--- config.mk ---
export PLATFORM = sky130hd
export DESIGN_NAME = cpu
export DESIGN_NICKNAME = d
export VERILOG_FILES = /design/src/rtl/cpu_pkg.sv /design/src/rtl/cpu_ctrl_if.sv /design/src/rtl/cpu.sv /design/src/rtl/cpu_datapath.sv /design/src/rtl/status_reg.sv /design/src/rtl/cpu_alu.sv /design/src/rtl/mop_sequencer.sv /design/src/rtl/microcode_rom.sv
export VERILOG_INCLUDE_DIRS = /design/src /design/src/rtl
export SDC_FILE = /design/constraint.sdc
export NUM_CORES = 1
export LEC_CHECK = 0
export BUFFER_PORTS_ARGS = -buffer_cell sky130_fd_sc_hd__buf_2
export CORE_MARGIN = 2
export CORE_UTILIZATION = 40
export CTS_CLUSTER_DIAMETER = 80
export CTS_CLUSTER_SIZE = 14
export DETAILED_ROUTE_END_ITERATION = 8
export PLACE_DENSITY = 0.62
export SETUP_SLACK_MARGIN = 0.2
export SLEW_MARGIN = 20
export SYNTH_ARGS = -nofsm -noshare
export SYNTH_HDL_FRONTEND = slang
export SYNTH_HIERARCHICAL = 1
export SYNTH_SLANG_ARGS = --single-unit
--- constraint.sdc ---
create_clock -name clk -period 10.06 [get_ports clk]
set_input_delay 1.509 -clock clk [delete_from_list [all_inputs] [get_ports clk]]
set_output_delay 1.509 -clock clk [all_outputs]
set_load 0.01 [all_outputs]
--- src/rtl/cpu_macros.svh ---
`ifndef CPU_MACROS_SVH
`define CPU_MACROS_SVH
`default_nettype none

`define CPU_ADDR_W 16
`define CPU_MOP_ADDR_W 8
`define CPU_RESET_PC 16'h0000

`default_nettype wire
`endif
--- src/rtl/cpu_pkg.sv ---
`default_nettype none

package cpu_pkg;

	typedef enum logic [2:0] {
		ALU_ADD = 3'h0, ALU_SUB = 3'h1, ALU_SL = 3'h2, ALU_SR = 3'h3,
		ALU_AND = 3'h4, ALU_OR = 3'h5, ALU_EOR = 3'h6, ALU_PASS = 3'h7
	} alu_op_t;

	typedef enum logic {AI_ZERO = 1'b0, AI_SB = 1'b1} alu_a_t;

	typedef enum logic [1:0] {BI_DB = 2'h0, BI_NDB = 2'h1, BI_ONE = 2'h2} alu_b_t;

	typedef enum logic [2:0] {
		DB_DL = 3'h0, DB_PCL = 3'h1, DB_PCH = 3'h2, DB_SB = 3'h3, DB_A = 3'h4
	} db_src_t;

	typedef enum logic [2:0] {
		SB_ALU = 3'h0, SB_SP = 3'h1, SB_X = 3'h2, SB_Y = 3'h3, SB_A = 3'h4, SB_DB = 3'h5
	} sb_src_t;

	typedef enum logic {AD_PC = 1'b0, AD_ABS = 1'b1} ad_src_t;

	typedef enum logic [2:0] {
		P_NONE = 3'h0, P_NZ = 3'h1, P_NZC = 3'h2, P_NVZC = 3'h3, P_CLR_C = 3'h4, P_SET_C = 3'h5
	} p_upd_t;

	typedef enum logic {BR_Z = 1'b0, BR_C = 1'b1} br_cond_t;

	typedef enum logic [1:0] {
		SEQ_NEXT = 2'h0, SEQ_DISPATCH = 2'h1, SEQ_FETCH = 2'h2, SEQ_BRANCH = 2'h3
	} seq_t;

	typedef enum logic [7:0] {
		OP_ORA_IMM = 8'h09, OP_CLC = 8'h18, OP_AND_IMM = 8'h29, OP_SEC = 8'h38,
		OP_EOR_IMM = 8'h49, OP_JMP_ABS = 8'h4C, OP_ADC_IMM = 8'h69, OP_STA_ABS = 8'h8D,
		OP_STX_ABS = 8'h8E, OP_BCC = 8'h90, OP_LDX_IMM = 8'hA2, OP_LDA_IMM = 8'hA9,
		OP_TAX = 8'hAA, OP_BCS = 8'hB0, OP_BNE = 8'hD0, OP_INX = 8'hE8,
		OP_SBC_IMM = 8'hE9, OP_BEQ = 8'hF0
	} opcode_t;

	typedef struct packed {
		alu_op_t alu;		// 3
		logic alu_c;		// use carry flag as carry in
		alu_a_t ai;
		alu_b_t bi;		// 2
		db_src_t db;		// 3
		sb_src_t sb;		// 3
		logic sb_a, sb_x, sb_y, sb_sp;
		ad_src_t ad;
		logic ad_ab;		// load address register
		logic pc_load;		// with pc_inc: relative branch
		logic pc_inc;
		p_upd_t p_upd;		// 3
		br_cond_t br_cond;
		logic br_inv;
		logic wr;
		logic [2:0] spare;	// kept zero
		seq_t seq;		// 2
	} mop_t;

endpackage

`default_nettype wire

--- src/rtl/cpu_ctrl_if.sv ---
`default_nettype none

interface cpu_ctrl_if import cpu_pkg::*; ();
	mop_t mop;		// current microword
	logic [7:0] opcode;	// byte being fetched
	logic br;		// branch condition met
	logic avr;		// registered alu overflow

	modport seq (output mop, input br, input opcode);
	modport dp (input mop, output opcode);
	modport alu (input mop, output avr);
	modport flags (input mop, input avr, output br);
endinterface

`default_nettype wire

--- src/rtl/cpu.sv ---
`include "cpu_macros.svh"
`default_nettype none

module cpu (
	input logic clk,
	input logic n_reset,
	output logic [`CPU_ADDR_W-1:0] addr,
	input logic [7:0] data_in,
	output logic [7:0] data_out,
	output logic rw
);

logic [7:0] sb, db, alu_result;
logic alu_carry, carry;

cpu_ctrl_if ctrl ();

mop_sequencer seq0 (
	.clk(clk),
	.n_reset(n_reset),
	.ctrl(ctrl.seq)
);

cpu_datapath dp0 (
	.clk(clk),
	.n_reset(n_reset),
	.ctrl(ctrl.dp),
	.data_in(data_in),
	.addr(addr),
	.data_out(data_out),
	.rw(rw),
	.alu_result(alu_result),
	.alu_carry(alu_carry),
	.carry(carry),
	.sb(sb),
	.db(db)
);

cpu_alu alu0 (
	.clk(clk),
	.n_reset(n_reset),
	.ctrl(ctrl.alu),
	.sb(sb),
	.db(db),
	.carry_in(carry),
	.result(alu_result),
	.carry_out(alu_carry)
);

status_reg p0 (
	.clk(clk),
	.n_reset(n_reset),
	.ctrl(ctrl.flags),
	.db(db),
	.alu_carry(alu_carry),
	.carry(carry)
);

endmodule

`default_nettype wire

--- src/rtl/cpu_datapath.sv ---
`include "cpu_macros.svh"
`default_nettype none

module cpu_datapath import cpu_pkg::*; (
	input logic clk,
	input logic n_reset,
	cpu_ctrl_if.dp ctrl,
	input logic [7:0] data_in,
	output logic [`CPU_ADDR_W-1:0] addr,
	output logic [7:0] data_out,
	output logic rw,
	input logic [7:0] alu_result,
	input logic alu_carry,
	input logic carry,
	output logic [7:0] sb,
	output logic [7:0] db
);

logic [7:0] a, x, y, sp, dl, sb_reg;
logic [`CPU_ADDR_W-1:0] pc, pc_next, ab;

assign ctrl.opcode = data_in;	// dispatch sees the byte being fetched
assign rw = ~ctrl.mop.wr;
assign addr = ab;

always_comb
	case (ctrl.mop.sb)
	SB_SP:		sb_reg = sp;
	SB_X:		sb_reg = x;
	SB_Y:		sb_reg = y;
	SB_A:		sb_reg = a;
	default:	sb_reg = alu_result;
	endcase

always_comb
	case (ctrl.mop.db)
	DB_PCL:		db = pc[7:0];
	DB_PCH:		db = pc[15:8];
	DB_SB:		db = sb_reg;
	DB_A:		db = a;
	default:	db = dl;
	endcase

assign sb = (ctrl.mop.sb == SB_DB) ? db : sb_reg;

always_comb
	if (ctrl.mop.pc_load & ctrl.mop.pc_inc)
		pc_next = pc + {{8{dl[7]}}, dl};	// relative branch
	else if (ctrl.mop.pc_load)
		pc_next = {dl, alu_result};
	else
		pc_next = pc + {15'd0, ctrl.mop.pc_inc};

always_ff @(posedge clk, negedge n_reset)
	if (~n_reset) begin
		pc <= `CPU_RESET_PC;
		ab <= `CPU_RESET_PC;
	end else begin
		pc <= pc_next;
		if (ctrl.mop.ad_ab)
			ab <= (ctrl.mop.ad == AD_ABS) ? {dl, alu_result} : pc_next;
	end

always_ff @(posedge clk, negedge n_reset)
	if (~n_reset) begin
		a <= 8'h00;
		x <= 8'h00;
		y <= 8'h00;
		sp <= 8'h00;
	end else begin
		if (ctrl.mop.sb_a)
			a <= sb;
		if (ctrl.mop.sb_x)
			x <= sb;
		if (ctrl.mop.sb_y)
			y <= sb;
		if (ctrl.mop.sb_sp)
			sp <= sb;
	end

always_ff @(posedge clk) begin
	dl <= data_in;
	data_out <= db;
end

endmodule

`default_nettype wire

--- src/rtl/status_reg.sv ---
`default_nettype none

module status_reg import cpu_pkg::*; (
	input logic clk,
	input logic n_reset,
	cpu_ctrl_if.flags ctrl,
	input logic [7:0] db,
	input logic alu_carry,
	output logic carry
);

logic n, v, z, c;

assign carry = c;

always_comb begin
	logic sel;
	sel = (ctrl.mop.br_cond == BR_C) ? c : z;
	ctrl.br = sel ^ ctrl.mop.br_inv;
end

always_ff @(posedge clk, negedge n_reset)
	if (~n_reset) begin
		n <= 1'b0;
		v <= 1'b0;
		z <= 1'b0;
		c <= 1'b0;
	end else
		case (ctrl.mop.p_upd)
		P_NZ: begin
			n <= db[7];
			z <= (db == 8'h00);
		end
		P_NZC, P_NVZC: begin
			n <= db[7];
			z <= (db == 8'h00);
			c <= alu_carry;
			if (ctrl.mop.p_upd == P_NVZC)
				v <= ctrl.avr;
		end
		P_CLR_C:	c <= 1'b0;
		P_SET_C:	c <= 1'b1;
		default: ;
		endcase

endmodule

`default_nettype wire

--- src/rtl/cpu_alu.sv ---
`default_nettype none

module cpu_alu import cpu_pkg::*; (
	input logic clk,
	input logic n_reset,
	cpu_ctrl_if.alu ctrl,
	input logic [7:0] sb,
	input logic [7:0] db,
	input logic carry_in,
	output logic [7:0] result,
	output logic carry_out
);

logic [7:0] ai, bi;
logic cin, sh_in, ovf;
logic [8:0] sum;

always_comb begin
	ai = (ctrl.mop.ai == AI_SB) ? sb : 8'h00;
	case (ctrl.mop.bi)
	BI_NDB:		bi = ~db;
	BI_ONE:		bi = 8'h01;
	default:	bi = db;
	endcase
	sh_in = ctrl.mop.alu_c & carry_in;
	if (ctrl.mop.alu == ALU_SUB)
		cin = ctrl.mop.alu_c ? carry_in : 1'b1;	// no borrow by default
	else
		cin = sh_in;
	sum = {1'b0, ai} + {1'b0, bi} + {8'h00, cin};
	ovf = ~(ai[7] ^ bi[7]) & (ai[7] ^ sum[7]);
end

always_ff @(posedge clk, negedge n_reset)
	if (~n_reset) begin
		result <= 8'h00;
		carry_out <= 1'b0;
		ctrl.avr <= 1'b0;
	end else begin
		{carry_out, result} <= sum;
		ctrl.avr <= ovf;
		case (ctrl.mop.alu)
		ALU_SL:		{carry_out, result} <= {ai, sh_in};
		ALU_SR:		{result, carry_out} <= {sh_in, ai};
		ALU_AND:	result <= ai & bi;
		ALU_OR:		result <= ai | bi;
		ALU_EOR:	result <= ai ^ bi;
		ALU_PASS:	result <= bi;
		default: ;
		endcase
	end

endmodule

`default_nettype wire

--- src/rtl/mop_sequencer.sv ---
`include "cpu_macros.svh"
`default_nettype none

module mop_sequencer import cpu_pkg::*; (
	input logic clk,
	input logic n_reset,
	cpu_ctrl_if.seq ctrl
);

logic [`CPU_MOP_ADDR_W-1:0] mop_addr, mop_addr_next, dispatch;
mop_t rom_mop;

microcode_rom rom (
	.addr(mop_addr),
	.opcode(ctrl.opcode),
	.mop(rom_mop),
	.dispatch(dispatch)
);

assign ctrl.mop = rom_mop;

always_comb
	case (rom_mop.seq)
	SEQ_NEXT:	mop_addr_next = mop_addr + 1'b1;
	SEQ_DISPATCH:	mop_addr_next = dispatch;
	SEQ_BRANCH:	mop_addr_next = ctrl.br ? mop_addr + 1'b1 : '0;
	default:	mop_addr_next = '0;	// back to fetch
	endcase

always_ff @(posedge clk, negedge n_reset)
	if (~n_reset)
		mop_addr <= '0;
	else
		mop_addr <= mop_addr_next;

endmodule

`default_nettype wire

--- src/rtl/microcode_rom.sv ---
`include "cpu_macros.svh"
`default_nettype none

module microcode_rom import cpu_pkg::*; (
	input logic [`CPU_MOP_ADDR_W-1:0] addr,
	input logic [7:0] opcode,
	output mop_t mop,
	output logic [`CPU_MOP_ADDR_W-1:0] dispatch
);

localparam logic [`CPU_MOP_ADDR_W-1:0] M_FETCH = 0, M_NOP = 1, M_LDA = 2, M_LDX = 4;
localparam logic [`CPU_MOP_ADDR_W-1:0] M_ADC = 6, M_SBC = 9, M_AND = 12, M_ORA = 15;
localparam logic [`CPU_MOP_ADDR_W-1:0] M_EOR = 18, M_CLC = 21, M_SEC = 22, M_TAX = 23;
localparam logic [`CPU_MOP_ADDR_W-1:0] M_INX = 24, M_BEQ = 26, M_BNE = 28, M_BCS = 30;
localparam logic [`CPU_MOP_ADDR_W-1:0] M_BCC = 32, M_JMP = 34, M_STA = 37, M_STX = 41;

// adds an opcode fetch at PC to any microword
function automatic mop_t w_fetch(input mop_t m);
	m.ad = AD_PC;
	m.ad_ab = 1'b1;
	m.pc_inc = 1'b1;
	m.seq = SEQ_DISPATCH;
	return m;
endfunction

function automatic mop_t w_operand();
	mop_t m;
	m = '0;
	m.ad_ab = 1'b1;
	m.pc_inc = 1'b1;
	return m;
endfunction

function automatic mop_t w_alu(input alu_op_t op, input alu_b_t b, input logic c);
	mop_t m;
	m = '0;
	m.db = DB_DL;
	m.sb = SB_A;
	m.ai = AI_SB;
	m.bi = b;
	m.alu = op;
	m.alu_c = c;
	return m;
endfunction

// result back into A with flags from the data bus
function automatic mop_t w_wb(input p_upd_t p);
	mop_t m;
	m = '0;
	m.sb = SB_ALU;
	m.sb_a = 1'b1;
	m.db = DB_SB;
	m.p_upd = p;
	return w_fetch(m);
endfunction

function automatic mop_t w_branch(input br_cond_t cond, input logic inv);
	mop_t m;
	m = w_operand();
	m.br_cond = cond;
	m.br_inv = inv;
	m.seq = SEQ_BRANCH;
	return m;
endfunction

function automatic mop_t w_taken();
	mop_t m;
	m = '0;
	m.pc_load = 1'b1;
	m.pc_inc = 1'b1;
	m.ad_ab = 1'b1;
	m.seq = SEQ_FETCH;
	return m;
endfunction

always_comb
	case (opcode)
	OP_LDA_IMM:	dispatch = M_LDA;
	OP_LDX_IMM:	dispatch = M_LDX;
	OP_ADC_IMM:	dispatch = M_ADC;
	OP_SBC_IMM:	dispatch = M_SBC;
	OP_AND_IMM:	dispatch = M_AND;
	OP_ORA_IMM:	dispatch = M_ORA;
	OP_EOR_IMM:	dispatch = M_EOR;
	OP_CLC:		dispatch = M_CLC;
	OP_SEC:		dispatch = M_SEC;
	OP_TAX:		dispatch = M_TAX;
	OP_INX:		dispatch = M_INX;
	OP_BEQ:		dispatch = M_BEQ;
	OP_BNE:		dispatch = M_BNE;
	OP_BCS:		dispatch = M_BCS;
	OP_BCC:		dispatch = M_BCC;
	OP_JMP_ABS:	dispatch = M_JMP;
	OP_STA_ABS:	dispatch = M_STA;
	OP_STX_ABS:	dispatch = M_STX;
	default:	dispatch = M_NOP;
	endcase

always_comb begin
	mop = '0;
	case (addr)
	M_FETCH:	mop = w_fetch('0);
	M_LDA, M_LDX, M_ADC, M_SBC, M_AND, M_ORA, M_EOR:
		mop = w_operand();
	M_JMP, M_STA, M_STX:
		mop = w_operand();		// low address byte
	M_LDA + 1: begin
		mop.sb = SB_DB;
		mop.sb_a = 1'b1;
		mop.p_upd = P_NZ;
		mop = w_fetch(mop);
	end
	M_LDX + 1: begin
		mop.sb = SB_DB;
		mop.sb_x = 1'b1;
		mop.p_upd = P_NZ;
		mop = w_fetch(mop);
	end
	M_ADC + 1:	mop = w_alu(ALU_ADD, BI_DB, 1'b1);
	M_ADC + 2:	mop = w_wb(P_NVZC);
	M_SBC + 1:	mop = w_alu(ALU_SUB, BI_NDB, 1'b1);
	M_SBC + 2:	mop = w_wb(P_NVZC);
	M_AND + 1:	mop = w_alu(ALU_AND, BI_DB, 1'b0);
	M_AND + 2:	mop = w_wb(P_NZ);
	M_ORA + 1:	mop = w_alu(ALU_OR, BI_DB, 1'b0);
	M_ORA + 2:	mop = w_wb(P_NZ);
	M_EOR + 1:	mop = w_alu(ALU_EOR, BI_DB, 1'b0);
	M_EOR + 2:	mop = w_wb(P_NZ);
	M_CLC: begin
		mop.p_upd = P_CLR_C;
		mop.seq = SEQ_FETCH;
	end
	M_SEC: begin
		mop.p_upd = P_SET_C;
		mop.seq = SEQ_FETCH;
	end
	M_TAX: begin
		mop.sb = SB_A;
		mop.sb_x = 1'b1;
		mop.db = DB_SB;
		mop.p_upd = P_NZ;
		mop.seq = SEQ_FETCH;
	end
	M_INX: begin
		mop.sb = SB_X;
		mop.ai = AI_SB;
		mop.bi = BI_ONE;
	end
	M_INX + 1: begin
		mop.sb = SB_ALU;
		mop.sb_x = 1'b1;
		mop.db = DB_SB;
		mop.p_upd = P_NZ;
		mop = w_fetch(mop);
	end
	M_BEQ:		mop = w_branch(BR_Z, 1'b0);
	M_BNE:		mop = w_branch(BR_Z, 1'b1);
	M_BCS:		mop = w_branch(BR_C, 1'b0);
	M_BCC:		mop = w_branch(BR_C, 1'b1);
	M_BEQ + 1, M_BNE + 1, M_BCS + 1, M_BCC + 1:
		mop = w_taken();
	M_JMP + 1, M_STA + 1, M_STX + 1: begin
		mop = w_operand();		// high byte while the alu holds the low byte
		mop.alu = ALU_PASS;
	end
	M_JMP + 2: begin
		mop.pc_load = 1'b1;
		mop.ad_ab = 1'b1;
		mop.seq = SEQ_FETCH;
	end
	M_STA + 2, M_STA + 3: begin
		mop.db = DB_A;
		mop.ad = (addr == M_STA + 2) ? AD_ABS : AD_PC;
		mop.ad_ab = 1'b1;
		mop.wr = (addr == M_STA + 3);
		mop.seq = (addr == M_STA + 3) ? SEQ_FETCH : SEQ_NEXT;
	end
	M_STX + 2, M_STX + 3: begin
		mop.sb = SB_X;
		mop.db = DB_SB;
		mop.ad = (addr == M_STX + 2) ? AD_ABS : AD_PC;
		mop.ad_ab = 1'b1;
		mop.wr = (addr == M_STX + 3);
		mop.seq = (addr == M_STX + 3) ? SEQ_FETCH : SEQ_NEXT;
	end
	default:	mop.seq = SEQ_FETCH;	// nop and unused entries
	endcase
end

endmodule

`default_nettype wire

# Yosys cells after proc, flatten, opt, wreduce, memory -nomap -nowiden
# Cells that the tools add are included.
[word_totals] word_cells=170 regBits=83 output_inout_bits=25 input_bits=10
[op_classes] mux=35 n_eq_ne=86 n_reduce_logical=25 add_sub_neg=5 bitwise=8
[ops] cell="8-bit by 5-bit == test with 1-bit output (second input constant)" count=17
[ops] cell="8-bit by 6-bit == test with 1-bit output (second input constant)" count=15
[ops] cell="6-bit one-hot mux with 18 select lines" count=1
[ops] cell="8-bit == test (second input constant)" count=11
[ops] cell="8-bit by 4-bit == test with 1-bit output (second input constant)" count=9
[ops] cell="16-bit 2-to-1 mux" count=3
[ops] cell="8-bit one-hot mux with 3 select lines" count=2
[ops] cell="8-bit one-hot mux with 6 select lines" count=1
[ops] cell="35-bit OR reduction" count=1
[ops] cell="8-bit by 3-bit == test with 1-bit output (second input constant)" count=4
[ops] cell="8-bit one-hot mux with 4 select lines" count=1
[ops] cell="30-bit OR reduction" count=1
[ops] cell="3-bit == test (second input constant)" count=9
[ops] cell="3-bit by 2-bit == test with 1-bit output (second input constant)" count=8
[ops] cell="8-bit by 7-bit == test with 1-bit output (second input constant)" count=3
[ops] cell="8-bit 2-to-1 mux" count=3
[ops] cell="4-bit one-hot mux with 6 select lines" count=1
[ops] cell="19-bit OR reduction" count=1
[ops] cell="3-bit one-hot mux with 3 select lines" count=2
[ops] cell="9-bit OR reduction" count=2
[ops] cell="16-bit by 1-bit adder with 16-bit output" count=1
[ops] cell="16-bit adder" count=1
[ops] cell="8-bit by 2-bit == test with 1-bit output (second input constant)" count=2
[ops] cell="8-bit logical NOT" count=2
[ops] cell="other kinds (30)" count=58

# Longest topological paths before layout
# Gate-level depths: netlist of run 1.
[logic_depth] ltp_word=12 ltp_mapped=23 mapped_depth_nobuf=19

# By module
# The synthesis of run 1 kept the hierarchy.
[modules_own_cells] mod="cpu_datapath" n_inst=1 seq_area_each_um2=1921.8 cells_each=613 area_per_inst_um2=5138.7
[modules_own_cells] mod="cpu_alu" n_inst=1 seq_area_each_um2=250.2 cells_each=210 area_per_inst_um2=1600.3
[modules_own_cells] mod="microcode_rom" n_inst=1 seq_area_each_um2=0.0 cells_each=235 area_per_inst_um2=1457.6
[modules_own_cells] mod="mop_sequencer" n_inst=1 seq_area_each_um2=200.2 cells_each=53 area_per_inst_um2=504.2
[modules_own_cells] mod="status_reg" n_inst=1 seq_area_each_um2=50.0 cells_each=14 area_per_inst_um2=141.4

# Worst setup path before layout of run 1
# Ideal clock, no wire load.
[synth_path] path_type="flip-flop to flip-flop" startpoint="reg seq0.mop_addr[0]" endpoint="reg alu0.result[6]" slack_ps=5341 arrival_time_ps=4633 required_time_ps=9973 setup_time_ps=87 stages_incl_launch_ff=21 path_cell_list="dfrtp_1 buf_2 buf_2 or3_1 a21oi_1 a31oi_1 o22ai_1 buf_4 clkbuf_1 nand2_1 nor2_2 o2111ai_1 a21oi_1 nor2b_1 o31a_1 fa_1 fa_1 a211oi_1 o21bai_1 mux2_1 o211ai_1"
[synth_rtl] item="start, declared" line="mop_sequencer.sv:10" text="logic [`CPU_MOP_ADDR_W-1:0] mop_addr, mop_addr_next, dispatch;"
[synth_rtl] item="start signal, assigned" line="mop_sequencer.sv:34" text="mop_addr <= mop_addr_next;"
[synth_rtl] item="end signal, assigned" line="cpu_alu.sv:40" text="{carry_out, result} <= sum;"
[synth_rtl] item="end signal, assigned" line="cpu_alu.sv:43" text="ALU_SL: {carry_out, result} <= {ai, sh_in};"
[synth_rtl] item="end signal, assigned" line="cpu_alu.sv:44" text="ALU_SR: {result, carry_out} <= {sh_in, ai};"
[synth_rtl] item="end, declared" line="cpu_alu.sv:10" text="output logic [7:0] result,"

==> results of run 1 <==
[metrics by stage]
| stage | instances | util | hold WS, ns | worst slack, ns | area [µm²] |
|---|---|---|---|---|---|
| final | 1379 | 0.428 | 0.521 | 4.17 | 9280 |
| after global routing | 1379 | 0.428 | 0.543 | 3.64 | 9280 |
| after CTS | 1379 | 0.428 | 0.522 | 4.17 | 9280 |
| after detailed placement | 1363 | 0.413 | 0.506 | 4.21 | 8950 |
| after global placement | 1363 | 0.413 | 0.506 | 4.38 | 8950 |
| after floorplan | 1121 | - | 0.476 | 5.34 | 8790 |
[worst paths after layout]
| check | from | end | slack [ns] | cells past startpoint |
|---|---|---|---|---|
| worst max-delay path | seq0/mop_addr[4]$_DFF_PN0_ | alu0/result[6]$_DFF_PN0_ | 4.17 | 17 |
| worst min-delay path | p0/z$_DFFE_PN0P_ | p0/z$_DFFE_PN0P_ | 0.52 | 2 |
| worst max register to register | seq0/mop_addr[4]$_DFF_PN0_ | alu0/result[6]$_DFF_PN0_ | 4.17 | 17 |
| worst min register to register | p0/z$_DFFE_PN0P_ | p0/z$_DFFE_PN0P_ | 0.52 | 2 |
| max in group asynchronous | n_reset | seq0/mop_addr[4]$_DFF_PN0_ | 7.89 | 2 |
| min in group asynchronous | n_reset | dp0/pc[5]$_DFF_PN0_ | 1.03 | 1 |
[power groups by stage]
stage / registers (mW) / clock network [mW] / logic (mW)
6_report: 0.723 / 0.397 / 1.40
5_1_grt: 0.744 / 0.421 / 1.56
4_1_cts: 0.721 / 0.406 / 1.39
3_5_place_dp: 0.726 / 0 / 1.38
3_3_place_gp: 0.730 / 0 / 1.37
2_1_floorplan: 0.683 / 0 / 1.05
[critical path: cells and delay by family (launching register included)]
| family | cells | cell delay, ns |
|---|---|---|
| AND/OR/NAND/NOR | 6 | 2.19 |
| AO/OA/AOI/OAI | 8 | 1.59 |
| adder cells (fa/ha/maj) | 2 | 0.88 |
| flip-flops | 1 | 0.83 |
| multiplexers | 1 | 0.33 |
[final cells by class]
cell class	instances	area, µm²	share of cell area
Timing Repair Buffer	48	278	0.0299
Inverter	55	206	0.0222
Sequential cell	99	2400	0.258
Multi-Input combinational cell	881	5720	0.616
Clock buffer	9	225	0.0243
Clock inverter	7	103	0.0111
Tap cell	280	350	0.0378
[layer usage]
layer / global-route usage / routed length (µm)
met4: 0.0783 / 714
met2: 0.353 / 11900
met1: 0.297 / 11600
met5: 0 / 0
met3: 0.0296 / 1310
[sequential cells by signal (all words and copies together), names as in the netlist]
| register | count |
|---|---|
| dp0/y | 8 |
| dp0/x | 8 |
| dp0/pc | 16 |
| dp0/a | 8 |
| seq0/mop_addr | 8 |
| p0/carry | 1 |
| p0/z | 1 |
| dp0/dl | 8 |
| alu0/result | 8 |
| alu0/carry_out | 1 |
| dp0/addr | 16 |
| dp0/sp | 8 |
| dp0/data_out | 8 |
==> flow_summary_export.csv, run 1 <==
group,metric,value,unit
layout,diodes,0,
cts,clk_pin_slew,0.08,ns
cts,clk_latency,0.37,ns
cts,clock-sinks,99,
layout,layout_common_cells,"a21oi_1, nand2_1, nor2_1, dfrtp_1, inv_1",
sta,setup_violations,0,
die,die_w,152,µm
cts,cts_resized,0,
layout,areaGrowthSynthToFinish,5.72,%
pwr,clkPwrFrac,0.157,
layout,layout_commonest_cell,"a21oi_1",
sta,grt_setup_unrepaired,"no",
cts,root_buffer,"clkbuf_16",
pwr,max-vdd-ir-drop,93.7,µV
cts,cts_setup_buffers,0,
die,start_util,0.405,
sta,clock_skew,0.00902,ns
job,drv_cap,0,
setup_path,worstPathArrival,6.18,ns
grt,grt_pass1_wl,41.2,mm
cts,cts_buffers,9,
place,dp_hpwl,18.3,mm
layout,fillers,2209,
route,drt-total-wl,25.5,mm
die,die-area,0.0231,mm²
layout,nNetsFinal,1143,
pwr,switchingPower,1.22,mW
cts,tritoncts,"done",
cts,htree_levels,3,
route,ant_nets,0,
status,outcome,"finished, final reports clean",
pwr,cell_internal_pwr,1.31,mW
grt,grt_max_degree,62,
setup_path,crit_path_end_kind,"flop",
pwr,powerDensity,272,mW/mm²
grt,gr-usage-all-layers,0.218,
pwr,seqPwrFrac,0.286,
cts,cts_buffer_depth,2,
setup_path,worstPathRequired,10.35,ns
sta,hold_violations,0,
hold_path,holdCritPathClass,"reg -> reg",
die,fp.dieH,152,µm
sta,max_freq,170,MHz
sta,tightest_slew,1.09,ns
place,gp_congestion,0.911,
grt,first_global_vias,7741,
die,rows,54,
setup_path,cpPeakStageDelay,0.83,ns
layout,drive_gt1_frac,0.101,
route,drt_iter0_markers,696,
route,drcViolationCount,0,
setup_path,critPathMaxFanout,25,
place,portBuffers,34,
synthesis,netlist_area,0.00878,mm²
sta,tns,0,ns
sta,period_share,0.586,
route,vias_per_cell,6.02,
setup_path,critPathKind,"reg -> reg",
route,post_drt_wl_per_cell,18.5,µm
sta,drv_slew,0,
grt,antenna_found_initial,0,
sta,slew_headroom,0.269,
pwr,swShare,0.482,
synthesis,avgSynthCellArea,7.85,µm²
route,vias,8302,
pwr,p_leak,3.74,nW
die,io_pins,35,
setup_path,cp_cell_sequence,"or4b_1 > nor3_1 > a21oi_1 > o21ai_1 > and2_1 > nor2_1 > nand2_1 > o2111ai_1 > a21oi_1 > nor2b_1 > o31a_1 > fa_1 > fa_1 > a211oi_1 > o21bai_1 > mux2_1 > o211ai_1",
cts,holdBufCountCts,0,
route,drt_pass1_iterations,5,
sta,min_period,5.89,ns
synthesis,yosysWarnings,6,
setup_path,cpMaxStageDelayCell,"dfrtp_1",
pwr,power,2.52,mW
setup_path,critPathLaunchType,"flop",
pwr,p_comb_frac,0.556,
die,core,0.0217,mm²
grt,grt.overflow.total,0,
synthesis,synthCells,1118,
Note: power is estimated with default switching activity, not from simulation.
==> run 2, diff against run 1 <==
==> constraint.sdc (replaced) <==
create_clock -name clk -period 6 [get_ports clk]
set_input_delay 0.9 -clock clk [delete_from_list [all_inputs] [get_ports clk]]
set_output_delay 0.9 -clock clk [all_outputs]
set_load 0.01 [all_outputs]
==> run 2 against run 1 <==
Via count is 0.57% lower. Sequential power is 67% higher. Critical endpoint unchanged. Cell count is 0.58% higher.
==> flow_summary_export.csv, run 2 (same netlist as run 1, synthesis figures left out) <==
group,metric,value,unit
status,outcome,"finished, final reports clean",
route,drt_iter0_markers,636,
route,drcViolationCount,0,
route,vias_per_cell,5.95,
pwr,max-vdd-ir-drop,166,µV
sta,hold_violations,0,
die,die-area,0.0231,mm²
sta,min_period,5.25,ns
layout,fillers,2215,
setup_path,critPathMaxFanout,22,
route,drt-total-wl,25.5,mm
pwr,p_comb_frac,0.562,
setup_path,critPathLaunchType,"flop",
pwr,p_leak,3.78,nW
layout,layout_commonest_cell,"a21oi_1",
job,drv_cap,0,
grt,grt.overflow.total,0,
pwr,clkPwrFrac,0.151,
grt,grt_pass1_wl,41.3,mm
pwr,switchingPower,2.02,mW
sta,tns,0,ns
pwr,seqPwrFrac,0.287,
cts,clk_latency,0.36,ns
layout,drive_gt1_frac,0.108,
place,portBuffers,34,
route,vias,8255,
cts,clk_pin_slew,0.08,ns
setup_path,worstPathArrival,5.53,ns
layout,final_area,0.00934,mm²
pwr,powerDensity,452,mW/mm²
setup_path,critPathKind,"reg -> reg",
cts,clock-sinks,99,
sta,clock_skew,0.0128,ns
pwr,swShare,0.480,
pwr,cell_internal_pwr,2.20,mW
die,die_w,152,µm
hold_path,holdCritPathClass,"in -> async",
sta,drv_slew,0,
cts,holdBufCountCts,0,
cts,root_buffer,"clkbuf_16",
die,io_pins,35,
route,ant_nets,0,
grt,antenna_found_initial,0,
setup_path,crit_path_end_kind,"flop",
cts,cts_buffers,9,
grt,first_global_vias,7756,
place,gp_congestion,0.926,
die,core,0.0217,mm²
layout,layout_common_cells,"a21oi_1, nand2_1, nor2_1, dfrtp_1, inv_1",
sta,tightest_slew,0.846,ns
grt,gr-usage-all-layers,0.217,
sta,max_freq,190,MHz
die,fp.dieH,152,µm
sta,slew_headroom,0.436,
layout,areaGrowthSynthToFinish,6.39,%
cts,tritoncts,"done",
pwr,power,4.22,mW
route,drt_pass1_iterations,5,
die,start_util,0.405,
cts,htree_levels,3,
layout,nNetsFinal,1151,
place,dp_hpwl,18.5,mm
sta,setup_violations,0,
sta,grt_setup_unrepaired,"no",
setup_path,worstPathRequired,6.27,ns
grt,grt_max_degree,65,
die,rows,54,
sta,period_share,0.875,
layout,diodes,0,
cts,cts_buffer_depth,2,
place,dpl_cell_area,0.00901,mm²
route,post_drt_wl_per_cell,18.4,µm
## run 2: cell types whose count changed in the layout (fill, tap and decap cells not counted)
cell,previous run,this run
or4b_4,1,2
clkbuf_8,0,1
bufinv_16,2,1
clkbuf_1,0,1
buf_4,15,23
or4b_1,2,1
nor2_2,2,3
inv_6,3,2
clkbuf_16,9,10
nor2_1,96,95
inv_8,1,0
## run 2: per-layer routing
layer,part of all wire,global-route usage,up-vias
met2,0.47,0.358,260
met3,0.053,0.0208,28
met5,0,0,-
met4,0.015,0.0516,0
li1,-,-,4030
met1,0.46,0.307,3937
## run 2: area by class of cell
class	count	area (µm²)	share of cell area
timing repair buffer	56	338	0.0362
sequential	99	2400	0.257
multi-input combinational	881	5730	0.613
clock buffer	12	268	0.0287
inverter	55	206	0.0221
tap	280	350	0.0375
clock inverter	4	52.6	0.00563
## run 2: critical path, stage by stage, from the launching register on
cell and delay, ns:
dfrtp_1 0.55, or4b_4 0.70, nor3_1 0.18, a21oi_1 0.06
o21ai_1 0.11, and2_1 0.22, buf_4 0.30, nor2_1 0.16
nand2_1 0.11, o2111ai_1 0.13, a21oi_1 0.42, nor2b_1 0.09
o31a_1 0.32, fa_1 0.46, fa_1 0.43, a211oi_1 0.28
o21bai_1 0.14, mux2_1 0.33, o211ai_1 0.16
## run 2: path summary, 6_finish.rpt
kind,end,slack (ns),cells after the start,from
max,alu0/result[6]$_DFF_PN0_,0.75,18,seq0/mop_addr[5]$_DFF_PN0_
min,dp0/addr[2]$_DFFE_PN0P_,0.42,1,n_reset
max reg2reg,alu0/result[6]$_DFF_PN0_,0.75,18,seq0/mop_addr[5]$_DFF_PN0_
min reg2reg,dp0/addr[1]$_DFFE_PN0P_,0.52,2,dp0/addr[1]$_DFFE_PN0P_
max in group asynchronous,seq0/mop_addr[3]$_DFF_PN0_,4.45,2,n_reset
min in group clk,dp0/addr[1]$_DFFE_PN0P_,0.52,2,dp0/addr[1]$_DFFE_PN0P_
## run 2: power by group through the flow
stage,logic [mW],clock network [mW],registers (mW)
2_1_floorplan,1.76,0,1.15
3_3_place_gp,2.32,0,1.22
3_5_place_dp,2.34,0,1.21
4_1_cts,2.35,0.655,1.21
5_1_grt,2.63,0.677,1.24
6_report,2.37,0.638,1.21
## run 2: what timing repair did
item | in CTS | in global routing
endpoints found under the setup margin | 0 | 1
hold endpoints to repair | 0 | 0
setup buffers | 0 | 0
resized for setup | 0 | 1
## run 2: metrics by stage
stage / cells / hold slack (ns) / utilization / worst slack (ns)
final: 1387 / 0.416 / 0.431 / 0.749
after global placement: 1371 / 0.495 / 0.416 / 0.835
after global routing: 1387 / 0.439 / 0.431 / 0.286
after CTS: 1387 / 0.426 / 0.430 / 0.670
after detailed placement: 1371 / 0.507 / 0.416 / 0.702
after floorplan: 1121 / 0.476 / - / 1.28
==> run 3, diff against run 2 <==
--- a/config.mk
+++ b/config.mk
@@ -7,11 +7,13 @@
 export NUM_CORES = 1
 export LEC_CHECK = 0
 export BUFFER_PORTS_ARGS = -buffer_cell sky130_fd_sc_hd__buf_2
+export CORE_ASPECT_RATIO = 1.75
 export CORE_MARGIN = 2
 export CORE_UTILIZATION = 40
 export CTS_CLUSTER_DIAMETER = 80
 export CTS_CLUSTER_SIZE = 14
 export DETAILED_ROUTE_END_ITERATION = 8
+export MAX_ROUTING_LAYER = met4
 export PLACE_DENSITY = 0.62
 export SETUP_SLACK_MARGIN = 0.2
 export SLEW_MARGIN = 20
==> run 3 against run 2 <==
Sequential power barely moved. Worst setup slack worse by 0.092 ns. Maximum frequency decreased by 1.7%. Critical path type unchanged. First-iteration DRC count rose by 14%.
==> flow_summary_export.csv, run 3 (same netlist as run 1, synthesis figures left out) <==
group,metric,value,unit
sta,clock_skew,0.00998,ns
sta,tns,0,ns
sta,fin_ws,0.657,ns
cts,holdBufCountCts,0,
setup_path,crit_path_end_kind,"flop",
place,placed_cells,1388,
route,vias,8406,
layout,seqCellArea,0.00240,mm²
sta,min_period,5.34,ns
sta,drv_slew,0,
grt,first_global_vias,8100,
pwr,powerDensity,451,mW/mm²
die,io_pins,35,
place,dp_hpwl,20.5,mm
grt,use_met1,0.257,
layout,final_area,0.00939,mm²
cts,cts_setup_buffers,0,
cts,tritoncts,"done",
place,dpl_cell_area,0.00906,mm²
setup_path,cpMaxStageDelayCell,"dfrtp_1",
setup_path,critPathLaunchType,"flop",
sta,tightest_slew,0.749,ns
grt,grt-busiest-layer,"met2",
sta,slew_headroom,0.497,
setup_path,cpPeakStageDelay,0.48,ns
sta,setup_violations,0,
route,vias_per_cell,5.99,
place,dp_slack,0.761,ns
cts,clk_latency,0.37,ns
layout,post-route-util,0.437,
grt,met3_usage,0.0278,
place,portBuffers,34,
cts,cts_resized,0,
setup_path,reg2reg_depth,18,
grt,gr-usage-all-layers,0.245,
grt,grt.overflow.total,0,
sta,hold_violations,0,
sta,period_share,0.890,
setup_path,cp.buffers_inverters,1,
layout,layout_commonest_cell,"a21oi_1",
route,ant_nets,0,
status,outcome,"finished, final reports clean",
route,post_drt_wl_per_cell,19.2,µm
sta,hold_slack,0.464,ns
layout,multi_input_comb_area,0.00572,mm²
layout,stdcell_count,1404,
layout,fillers,2211,
sta,max_freq,187,MHz
layout,drive_gt1_frac,0.112,
route,drt-total-wl,26.9,mm
setup_path,path_common_cell,"a21oi_1",
setup_path,cp_cell_sequence,"buf_4 > nor3_2 > and2_1 > a21oi_1 > o21ai_1 > and2_1 > mux2i_1 > a21oi_1 > o2111ai_1 > a21oi_1 > nor2b_1 > o31a_1 > fa_1 > fa_1 > a211oi_1 > o21bai_1 > mux2_1 > o211ai_1",
route,drt_pass1_iterations,6,
setup_path,worstPathRequired,6.30,ns
layout,diodes,0,
die,rows,71,
pwr,p_leak,3.80,nW
route,drt_iter0_markers,723,
cts,cts_buffers,9,
job,drv_cap,0,
cts,htree_levels,3,
cts,cts_buffer_depth,2,
cts,clock-sinks,99,
die,core,0.0215,mm²
grt,grt_pass1_wl,42.9,mm
cts,clk_pin_slew,0.08,ns
hold_path,holdCritPathClass,"in -> async",
sta,grt_setup_unrepaired,"no",
route,drcViolationCount,0,
pwr,max-vdd-ir-drop,165,µV
setup_path,critPathKind,"reg -> reg",
die,die-area,0.0232,mm²
layout,nNetsFinal,1156,
place,gp_congestion,0.975,
setup_path,critPathMaxFanout,16,
die,fp.dieH,200,µm
grt,gr-usage-met2,0.433,
setup_path,worstPathArrival,5.64,ns
layout,areaGrowthSynthToFinish,6.91,%
die,start_util,0.408,
setup_path,critical_path.top_delay_family,"compound AO/OA/AOI/OAI gates",
grt,grt_max_degree,54,
grt,antenna_found_initial,0,
setup_path,path_depth,18,
die,die_w,116,µm
cts,root_buffer,"clkbuf_16",
layout,layout_common_cells,"a21oi_1, nand2_1, nor2_1, dfrtp_1, inv_1",
pwr,power,4.23,mW
[run 3: per-layer routing]
metal	vias up	part of all wire
li1	4052	-
met4	0	0.065
met5	-	0
met3	90	0.035
met1	4011	0.38
met2	253	0.52
[run 3: path summary, 6_finish.rpt]
| check | start | end | slack (ns) |
|---|---|---|---|
| hold / removal | n_reset | seq0/mop_addr[7]$_DFF_PN0_ | 0.46 |
| max in group asynchronous | n_reset | dp0/addr[0]$_DFFE_PN0P_ | 4.46 |
| min in group clk | dp0/addr[10]$_DFFE_PN0P_ | dp0/addr[10]$_DFFE_PN0P_ | 0.52 |
| setup / recovery | seq0/mop_addr[4]$_DFF_PN0_ | alu0/result[6]$_DFF_PN0_ | 0.66 |
| setup reg to reg | seq0/mop_addr[4]$_DFF_PN0_ | alu0/result[6]$_DFF_PN0_ | 0.66 |
| hold reg to reg | dp0/addr[10]$_DFFE_PN0P_ | dp0/addr[10]$_DFFE_PN0P_ | 0.52 |
[run 3: final cells by class]
| cell class | instances | share of cell area |
|---|---|---|
| clock buffers | 9 | 0.0240 |
| well taps | 292 | 0.0389 |
| multi-input cells | 881 | 0.610 |
| inverters | 55 | 0.0220 |
| flip-flops and latches | 99 | 0.255 |
| repair buffers | 61 | 0.0400 |
| clock inverters | 7 | 0.0101 |
[run 3: worst reg2reg max path: cells and delay by family, from the launching register on]
family	cells	cell delay [ns]
AOI/OAI and AO/OA	9	1.90
and+or+nand+nor	4	1.31
adders and majority gates	2	0.89
DFF	1	0.48
muxes	2	0.45
buffers and inverters	1	0.25
[run 3: report_power, final]
part           switching, mW  internal, mW
clock                  0.298         0.336
sequential             0.295         0.933
combinational           1.46         0.906
total                   2.05          2.17
